File: src/hw/csrPkg.sv
package csrPkg;

    localparam int xlen = 32;

    typedef logic [11:0] csrAddrT;

    // Machine ID registers
    localparam csrAddrT addrMisa     = 12'h301;
    localparam csrAddrT addrVendor   = 12'hF11;
    localparam csrAddrT addrArch     = 12'hF12;
    localparam csrAddrT addrImp      = 12'hF13;
    localparam csrAddrT addrHart     = 12'hF14;
    localparam csrAddrT addrKhz      = 12'hFC0; // Custom clock frequency in kHz

    // Custom read/write registers
    localparam csrAddrT addrLeds     = 12'hBC1;
    localparam csrAddrT addrTimer    = 12'hBC2;

    // Counters and their aliases
    localparam csrAddrT addrCycle    = 12'hC00;
    localparam csrAddrT addrMcycle   = 12'hB00;
    localparam csrAddrT addrTime     = 12'hC01; // Time shares the cycle counter
    localparam csrAddrT addrCycleH   = 12'hC80;
    localparam csrAddrT addrMcycleH  = 12'hB80;
    localparam csrAddrT addrTimeH    = 12'hC81;
    localparam csrAddrT addrInstret  = 12'hC02;
    localparam csrAddrT addrMinstret = 12'hB02;
    localparam csrAddrT addrInstretH = 12'hC82;
    localparam csrAddrT addrMinstretH = 12'hB82;

    typedef enum logic [2:0] {
        opNone  = 3'd0,
        opWrite = 3'd1,
        opSet   = 3'd2,
        opClear = 3'd3
    } csrOpT;

    // Register selected for the execute stage
    typedef enum logic [3:0] {
        selNone, selIsa, selVendor, selArch, selImp, selHart, selKhz,
        selCycleLo, selCycleHi, selInstretLo, selInstretHi, selLeds, selTimer
    } csrSelT;

endpackage

File: src/hw/csrBlock.sv
module csrBlock #(
    parameter logic [csrPkg::xlen-1:0] isaId         = '0,
    parameter logic [csrPkg::xlen-1:0] vendorId      = '0,
    parameter logic [csrPkg::xlen-1:0] archId        = '0,
    parameter logic [csrPkg::xlen-1:0] impId         = '0,
    parameter logic [csrPkg::xlen-1:0] hartId        = '0,
    parameter logic [csrPkg::xlen-1:0] clockKhz      = 32'd100_000,
    parameter int                      ledCount      = 4,
    parameter logic [ledCount-1:0]     ledResetValue = 1,
    parameter int                      timerWidth    = 32
) (
    input  logic                    clk,
    input  logic                    rstn,
    input  csrPkg::csrAddrT         addr,
    input  csrPkg::csrOpT           modify,
    input  logic [csrPkg::xlen-1:0] wdata,
    output logic [csrPkg::xlen-1:0] rdata,
    output logic                    valid,
    input  logic                    retired,
    output logic [ledCount-1:0]     outpins,
    output logic                    irq
);
    import csrPkg::*;

    logic [xlen-1:0] cycleLo;
    logic [xlen-1:0] cycleHi;
    logic [xlen-1:0] instretLo;
    logic [xlen-1:0] instretHi;
    logic [xlen-1:0] ledState;
    csrOpT           ledOp;
    logic            timerLoad;
    logic            timerStop;

    // Decoder and read mux
    csrControl #(
        .isaId    (isaId),
        .vendorId (vendorId),
        .archId   (archId),
        .impId    (impId),
        .hartId   (hartId),
        .clockKhz (clockKhz),
        .ledCount (ledCount)
    ) control (
        .clk       (clk),
        .rstn      (rstn),
        .addr      (addr),
        .modify    (modify),
        .valid     (valid),
        .rdata     (rdata),
        .cycleLo   (cycleLo),
        .cycleHi   (cycleHi),
        .instretLo (instretLo),
        .instretHi (instretHi),
        .ledState  (ledState),
        .ledOp     (ledOp),
        .timerLoad (timerLoad),
        .timerStop (timerStop)
    );

    csrCounters counters (
        .clk       (clk),
        .rstn      (rstn),
        .retired   (retired),
        .cycleLo   (cycleLo),
        .cycleHi   (cycleHi),
        .instretLo (instretLo),
        .instretHi (instretHi)
    );

    csrLedPins #(
        .ledCount      (ledCount),
        .ledResetValue (ledResetValue)
    ) ledPins (
        .clk      (clk),
        .rstn     (rstn),
        .ledOp    (ledOp),
        .wdata    (wdata),
        .outpins  (outpins),
        .ledState (ledState)
    );

    csrTimer #(
        .timerWidth (timerWidth)
    ) timer (
        .clk       (clk),
        .rstn      (rstn),
        .timerLoad (timerLoad),
        .timerStop (timerStop),
        .wdata     (wdata),
        .irq       (irq)
    );

endmodule

File: src/hw/csrControl.sv
module csrControl #(
    parameter logic [csrPkg::xlen-1:0] isaId    = '0,
    parameter logic [csrPkg::xlen-1:0] vendorId = '0,
    parameter logic [csrPkg::xlen-1:0] archId   = '0,
    parameter logic [csrPkg::xlen-1:0] impId    = '0,
    parameter logic [csrPkg::xlen-1:0] hartId   = '0,
    parameter logic [csrPkg::xlen-1:0] clockKhz = 32'd100_000,
    parameter int                      ledCount = 4
) (
    input  logic                    clk,
    input  logic                    rstn,
    input  csrPkg::csrAddrT         addr,
    input  csrPkg::csrOpT           modify,
    output logic                    valid,
    output logic [csrPkg::xlen-1:0] rdata,
    input  logic [csrPkg::xlen-1:0] cycleLo,
    input  logic [csrPkg::xlen-1:0] cycleHi,
    input  logic [csrPkg::xlen-1:0] instretLo,
    input  logic [csrPkg::xlen-1:0] instretHi,
    input  logic [csrPkg::xlen-1:0] ledState,
    output csrPkg::csrOpT           ledOp,
    output logic                    timerLoad,
    output logic                    timerStop
);
    import csrPkg::*;

    csrSelT            selNext;
    csrSelT            selReg;
    logic [xlen-1:0]   readNext;

    // Decode stage
    always_comb begin
        case (addr)
            addrMisa:                          selNext = selIsa;
            addrVendor:                        selNext = selVendor;
            addrArch:                          selNext = selArch;
            addrImp:                           selNext = selImp;
            addrHart:                          selNext = selHart;
            addrKhz:                           selNext = selKhz;
            addrCycle, addrMcycle, addrTime:   selNext = selCycleLo;
            addrCycleH, addrMcycleH, addrTimeH: selNext = selCycleHi;
            addrInstret, addrMinstret:         selNext = selInstretLo;
            addrInstretH, addrMinstretH:       selNext = selInstretHi;
            addrLeds:                          selNext = selLeds;
            addrTimer:                         selNext = selTimer;
            default:                           selNext = selNone;
        endcase
    end

    assign valid = (selNext != selNone);

    // Execute stage strobes
    assign ledOp     = (selReg == selLeds) ? modify : opNone;
    assign timerLoad = (selReg == selTimer) && (modify == opWrite);
    assign timerStop = (selReg == selTimer) && (modify == opClear);

    always_comb begin
        case (selReg)
            selIsa:       readNext = isaId;
            selVendor:    readNext = vendorId;
            selArch:      readNext = archId;
            selImp:       readNext = impId;
            selHart:      readNext = hartId;
            selKhz:       readNext = clockKhz;
            selCycleLo:   readNext = cycleLo;
            selCycleHi:   readNext = cycleHi;
            selInstretLo: readNext = instretLo;
            selInstretHi: readNext = instretHi;
            selLeds:      readNext = xlen'(ledState[ledCount-1:0]);
            default:      readNext = '0; // Timer reads zero too
        endcase
    end

    always_ff @(posedge clk) begin
        if (!rstn) begin
            selReg <= selNone;
            rdata  <= '0;
        end else begin
            selReg <= selNext;
            rdata  <= readNext; // Old value when written in the same access
        end
    end

endmodule

File: src/hw/csrCounters.sv
module csrCounters (
    input  logic                    clk,
    input  logic                    rstn,
    input  logic                    retired,
    output logic [csrPkg::xlen-1:0] cycleLo,
    output logic [csrPkg::xlen-1:0] cycleHi,
    output logic [csrPkg::xlen-1:0] instretLo,
    output logic [csrPkg::xlen-1:0] instretHi
);
    import csrPkg::*;

    // Low words keep their carry in the top bit for one cycle
    logic [xlen:0]   cycleLoReg;
    logic [xlen-1:0] cycleHiReg;
    logic [xlen:0]   instretLoReg;
    logic [xlen-1:0] instretHiReg;

    always_ff @(posedge clk) begin
        if (!rstn) begin
            cycleLoReg <= '0;
            cycleHiReg <= '0;
        end else begin
            cycleLoReg <= {1'b0, cycleLoReg[xlen-1:0]} + (xlen + 1)'(1);
            cycleHiReg <= cycleHiReg + xlen'(cycleLoReg[xlen]); // Carry from last edge
        end
    end

    always_ff @(posedge clk) begin
        if (!rstn) begin
            instretLoReg <= '0;
            instretHiReg <= '0;
        end else begin
            instretLoReg <= {1'b0, instretLoReg[xlen-1:0]} + (xlen + 1)'(retired);
            instretHiReg <= instretHiReg + xlen'(instretLoReg[xlen]);
        end
    end

    assign cycleLo   = cycleLoReg[xlen-1:0];
    assign cycleHi   = cycleHiReg;
    assign instretLo = instretLoReg[xlen-1:0];
    assign instretHi = instretHiReg;

endmodule

File: src/hw/csrLedPins.sv
module csrLedPins #(
    parameter int                  ledCount      = 4,
    parameter logic [ledCount-1:0] ledResetValue = 1
) (
    input  logic                    clk,
    input  logic                    rstn,
    input  csrPkg::csrOpT           ledOp,
    input  logic [csrPkg::xlen-1:0] wdata,
    output logic [ledCount-1:0]     outpins,
    output logic [csrPkg::xlen-1:0] ledState
);
    import csrPkg::*;

    logic [ledCount-1:0] ledReg;
    logic [ledCount-1:0] ledBits;

    assign ledBits = wdata[ledCount-1:0];

    always_ff @(posedge clk) begin
        if (!rstn) begin
            ledReg <= ledResetValue;
        end else begin
            case (ledOp)
                opWrite: ledReg <= ledBits;
                opSet:   ledReg <= ledReg | ledBits;
                opClear: ledReg <= ledReg & ~ledBits;
                default: ;                  // No change
            endcase
        end
    end

    assign outpins  = ledReg;
    assign ledState = xlen'(ledReg);        // Zero-extended for readback

endmodule

File: src/hw/csrTimer.sv
module csrTimer #(
    parameter int timerWidth = 32
) (
    input  logic                    clk,
    input  logic                    rstn,
    input  logic                    timerLoad,
    input  logic                    timerStop,
    input  logic [csrPkg::xlen-1:0] wdata,
    output logic                    irq
);

    logic [timerWidth-1:0] count;
    logic                  timerOn;
    logic                  irqReg;

    always_ff @(posedge clk) begin
        if (!rstn) begin
            count   <= '0;
            timerOn <= 1'b0;
            irqReg  <= 1'b0;
        end else begin
            if (timerLoad) begin
                count   <= wdata[timerWidth-1:0];
                timerOn <= 1'b1;
            end else if (count != '0) begin
                count <= count - 1'b1;
            end

            if (timerStop) begin
                timerOn <= 1'b0;
            end

            // Request follows the on flag one edge late
            irqReg <= (count == '0) && timerOn;
        end
    end

    assign irq = irqReg;

endmodule

File: config.mk
export PLATFORM = sky130hd
export DESIGN_NAME = csrBlock
export DESIGN_NICKNAME = d
export VERILOG_FILES = /design/src/hw/csrPkg.sv /design/src/hw/csrBlock.sv /design/src/hw/csrControl.sv /design/src/hw/csrCounters.sv /design/src/hw/csrLedPins.sv /design/src/hw/csrTimer.sv
export SDC_FILE = /design/constraint.sdc
export NUM_CORES = 1
export LEC_CHECK = 0
export BUFFER_PORTS_ARGS = -buffer_cell sky130_fd_sc_hd__buf_2
export CAP_MARGIN = 10
export CORE_MARGIN = 3
export CORE_UTILIZATION = 55
export DETAILED_ROUTE_END_ITERATION = 12
export GPL_TIMING_DRIVEN = 0
export PLACE_DENSITY = 0.77
export SYNTH_ARGS = -nofsm -noshare
export SYNTH_HDL_FRONTEND = slang
export SYNTH_HIERARCHICAL = 1
export SYNTH_SLANG_ARGS = --single-unit
File: constraint.sdc
create_clock -name clk -period 2.18 [get_ports clk]
set_input_delay 0.436 -clock clk [delete_from_list [all_inputs] [get_ports clk]]
set_output_delay 0.436 -clock clk [all_outputs]
set_load 0.1 [all_outputs]
; Yosys cells after proc, flatten, opt, wreduce, memory -nomap -nowiden
; Index checks and enable logic that the tools add are counted.
[totals]
reg_bits = 204
in_bits = 50
out_inout_bits = 38
word_cells = 68
[op_classes]
addsub = 5
n_eq_ne = 30
mux = 6
bitwise = 4
reduce_logical = 13
[op_table]
columns = cell, n
row1 = "12-bit == test, second input constant", 17
row2 = 32-bit case mux with 6 select lines, 1
row3 = 32-bit by 1-bit adder with 32-bit output, 2
row4 = 32-bit two-way mux, 2
row5 = 4-bit case mux with 12 select lines, 1
row6 = 32-bit by 1-bit adder with 33-bit output, 1
row7 = "32-bit by 1-bit adder with 33-bit output, second input constant", 1
row8 = 32-bit zero test, 1
row9 = 32-bit nonzero test, 1
row10 = "32-bit by 1-bit subtractor with 32-bit output, second input constant", 1
row11 = "4-bit == test, second input constant", 5
row12 = "12-bit by 10-bit == test with 1-bit output, second input constant", 1
row13 = 4-bit case mux with 3 select lines, 1
row14 = "3-bit by 2-bit == test with 1-bit output, second input constant", 3
row15 = "4-bit by 3-bit == test with 1-bit output, second input constant", 2
row16 = "3-bit by 1-bit == test with 1-bit output, second input constant", 2
row17 = 2-bit OR reduction, 3
row18 = 3-bit OR reduction, 2
row19 = 4-bit AND, 1
row20 = 4-bit NOT, 1
row21 = 4-bit OR, 1
row22 = 4-bit nonzero test, 1
row23 = 1-bit logical AND, 3
row24 = 3-bit two-way mux, 1
row25 = other kinds (3), 3

; Depth between registers and ports, before layout
[depth]
word_depth = 4
ltp_mapped = 10
mapped_depth_nobuf = 8

; Cells and area by module
; The synthesis kept the hierarchy.
[modules_own_cells]
columns = module, instances, cells_per_inst, area_per_inst_um2, seq_area_each_um2
row1 = csrCounters, 1, 778, 6595.1, 2602.5
row2 = csrControl, 1, 318, 2406.1, 720.7
row3 = csrTimer, 1, 223, 1803.0, 680.7
row4 = csrLedPins, 1, 57, 444.2, 80.1

; Worst setup path before layout
; Ideal clock, no wire load.
[synth_timing]
path_kind = input to output
from = in addr[1]
to = out valid
arrival_time_ns = 2.400
required_time_ns = 1.744
slack_ns = -0.656
stages = 4
path_buffers = 1
cell_sequence = buf_6 or4b_4 or4_1 nand4_1
[synth_between]
elab_chain_cells = 4
elab_cells_between_ends = 24
cone_classes = 18 x eq/ne / 1 x mux / 5 x reduce/logical
[synth_lines]
columns = element, line_no
row1 = start: declaration, csrBlock.sv:14  ; input csrPkg::csrAddrT addr,
row2 = 12-bit == test, csrControl.sv:33  ; case (addr)
row3 = 3-bit OR reduction or 2-bit OR reduction (tied branches), csrControl.sv:33
row4 = 4-bit case mux with 12 select lines (*), csrControl.sv:33
row5 = 4-bit nonzero test (*), csrControl.sv:50  ; assign valid = (selNext != selNone);
row6 = end: declaration, csrBlock.sv:18  ; output logic valid,
; Every way passes the cells marked *; elsewhere a longest branch is shown, timed or not.

; Worst setup path in the final report
; Same ends and word-level chain as after synthesis.

==> metrics.md <==
| Metric | Value |
|---|---|
| Status | finished with violations |
| Failing checks | negative setup slack |
| Crit start category | primary input |
| Via count | 10267 |
| Max Cap Violations | 0 |
| Max clock buf depth | 3 |
| CP endpoint kind | primary output |
| TritonCTS Buffers | 23 |
| Post-Syn Nets | 1407 |
| Nets | 1526 |
| Drt wl/cell | 17.13 um |
| Post-Synthesis Cell Area | 0.01103 sq mm |
| Synth warn | 6 |
| Crit-path cells | buf_12, or4b_4, or4_4, nand4_1, buf_8 |
| Remaining antenna violation count | 0 |
| Worst Path Required | 1.74 ns |
| First-pass GRT wire length | 47.94 mm |
| Setup CP Type | in -> out |
| GPL Wtd Cong | 0.9061 |
| Worst setup skew after layout | 0.01442 ns |
| LEAKAGE | 4.688 nW |
| WL final | 29.91 mm |
| Clk sinks | 204 |
| Die ar. | 0.02180 sq mm |
| Maximum VDD drop | 0.6191 mV |
| Max-slew violation count | 0 |
| Drt pass-1 iters | 5 |
| FMAX | 0.4387 GHz |
| Hold crit path type | in -> reg |
| Rows | 51 |
| Vias in the first global route | 9467 |
| Reg clk slew, reported paths | 0.06 ns |
| WP data arrival | 1.84 ns |
| Initial Util | 56.33% |
| CP peak stage delay | 0.54 ns |
| Total Routing Usage GR | 26.37% |
| Dpl ws | -0.4543 ns |
| Largest net degree at the start of global routing | 19 |
| Overall Power | 9.955 mW |
| Die width | 147.6 um |
| Residual DRC count | 0 |
| Clock latency on the worst-skew pair | 0.51 ns |
| Gate Count Post-Synth | 1347 |
| DR vias/cell | 5.880 |
| Final Critical Period | 2.279 ns |
| Period utilisation layout | 104.6% |
| Slowest-stage cell, CP | or4b_4 |
| CTS tree | built |
| I/O pin cnt | 88 |
| CTS H-tree lvls | 1 |
| CP max FO | 4 |
| I/O Buffers | 83 |
| Post-detail-place hpwl | 21.25 mm |
| Fin Setup TNS | -0.4534 ns |
| RSZ-0062 raised after global routing | yes |
| Iter 0 DRT Violations | 870 |
| GRT overflow | 0 |
| Final setup violation count | 25 |
| Crit path setup slack, layout | -0.09924 ns |
| Worst slew margin | 49.58% |
| Syn-to-layout area delta | 18.01% |
| Root Buffer | clkbuf_16 |
| Average size of a mapped cell | 8.192 sq um |
| Final hold violations | 0 |
| Initial antenna violation count | 0 |
| Measured slew at the worst slew-check pin | 0.7563 ns |
| Share of cells above drive strength 1 | 20.86% |
| Pwr dens | 764.5 mW/mm^2 |
| CORE AREA | 0.01959 sq mm |
| N_diodes | 0 |
| Die height | 147.6 um |
==> stage by stage <==
stage	hold slack [ns]	cells	util, %	cell area, sq um
after floorplan	0.4101	1347	-	11060
after global placement	0.4418	1695	60.28	11810
after detailed placement	0.4457	1695	60.28	11810
after CTS	0.1174	1741	65.04	12740
after global routing	0.1298	1746	66.47	13020
final	0.1234	1746	66.47	13020
==> sequential cells by signal (all words and copies together) (netlist names), 4 cells and up <==
| name | flops |
|---|---|
| counters/instretLoReg | 33 |
| control/selReg | 4 |
| counters/cycleHi | 32 |
| timer/count | 32 |
| counters/cycleLoReg | 33 |
| ledPins/outpins | 4 |
| counters/instretHi | 32 |
| control/rdata | 32 |
==> cells in the final DEF (no fill, tap or decap), drive strengths merged, types with 4 or more instances in the layout <==
cell / instances
o31ai: 33
o41ai: 12
nor2b: 8
a31oi: 5
nand3: 58
a22oi: 6
and2: 44
nor4: 28
and4: 15
and3: 15
nor3: 23
or3: 32
nand2: 113
clkbuf: 79
ha: 10
a21oi: 93
nand2b: 25
o311ai: 11
buf: 193
a22o: 6
dfxtp: 204
mux2: 4
xnor2: 38
or2: 7
a21boi: 6
xor2: 31
or4: 44
a222oi: 4
mux2i: 38
o21ai: 79
nand4: 43
nand3b: 11
nor2: 99
or4b: 4
inv: 27
==> critical path: cells and delay by family <==
kind	cells	cell delay, ns
buffers and inverters	2	0.31
AND/OR/NAND/NOR	3	1.08
==> layer usage <==
layer / GRT usage, % / part of all wire (%) / up-vias
li1: - / - / 5051
met1: 36.53 / 45 / 4851
met2: 43.22 / 46 / 308
met3: 3.893 / 6.3 / 57
met4: 7.223 / 2.5 / 0
met5: 0 / 0 / -
==> where the power goes <==
part	switching, mW	internal [mW]
clock network	1.53	2.23
registers	0.246	3.92
logic	1.10	0.932
==> repair_timing <==
action                                  CTS  global route
pin swaps                                20            17
gates cloned                              2             0
endpoints found under the setup margin   52            81
setup buffers                             5             8
resized for setup                        62            68
hold buffers                              0             0
==> area by class of cell <==
type	instances	area [sq um]
tap	265	331.6
timing repair buffer	98	553.0
clock inverter	4	22.52
fill	1639	6569
inverter	27	101.3
buffer	138	860.8
multi-input combinational	974	6339
clock buffer	36	714.4
sequential	204	4099
==> worst paths after layout <==
check / cells past startpoint / startpoint / slack (ns) / endpoint
worst min-delay path: 3 / wdata[25] / 0.12 / timer/count[25]
worst max register to register: 6 / timer/count[25] / -0.08 / timer/count[1]
worst min register to register: 2 / timer/timerOn / 0.45 / timer/irq
worst max-delay path: 5 / addr[1] / -0.1 / valid
Note: power is estimated with default switching activity, not from simulation.
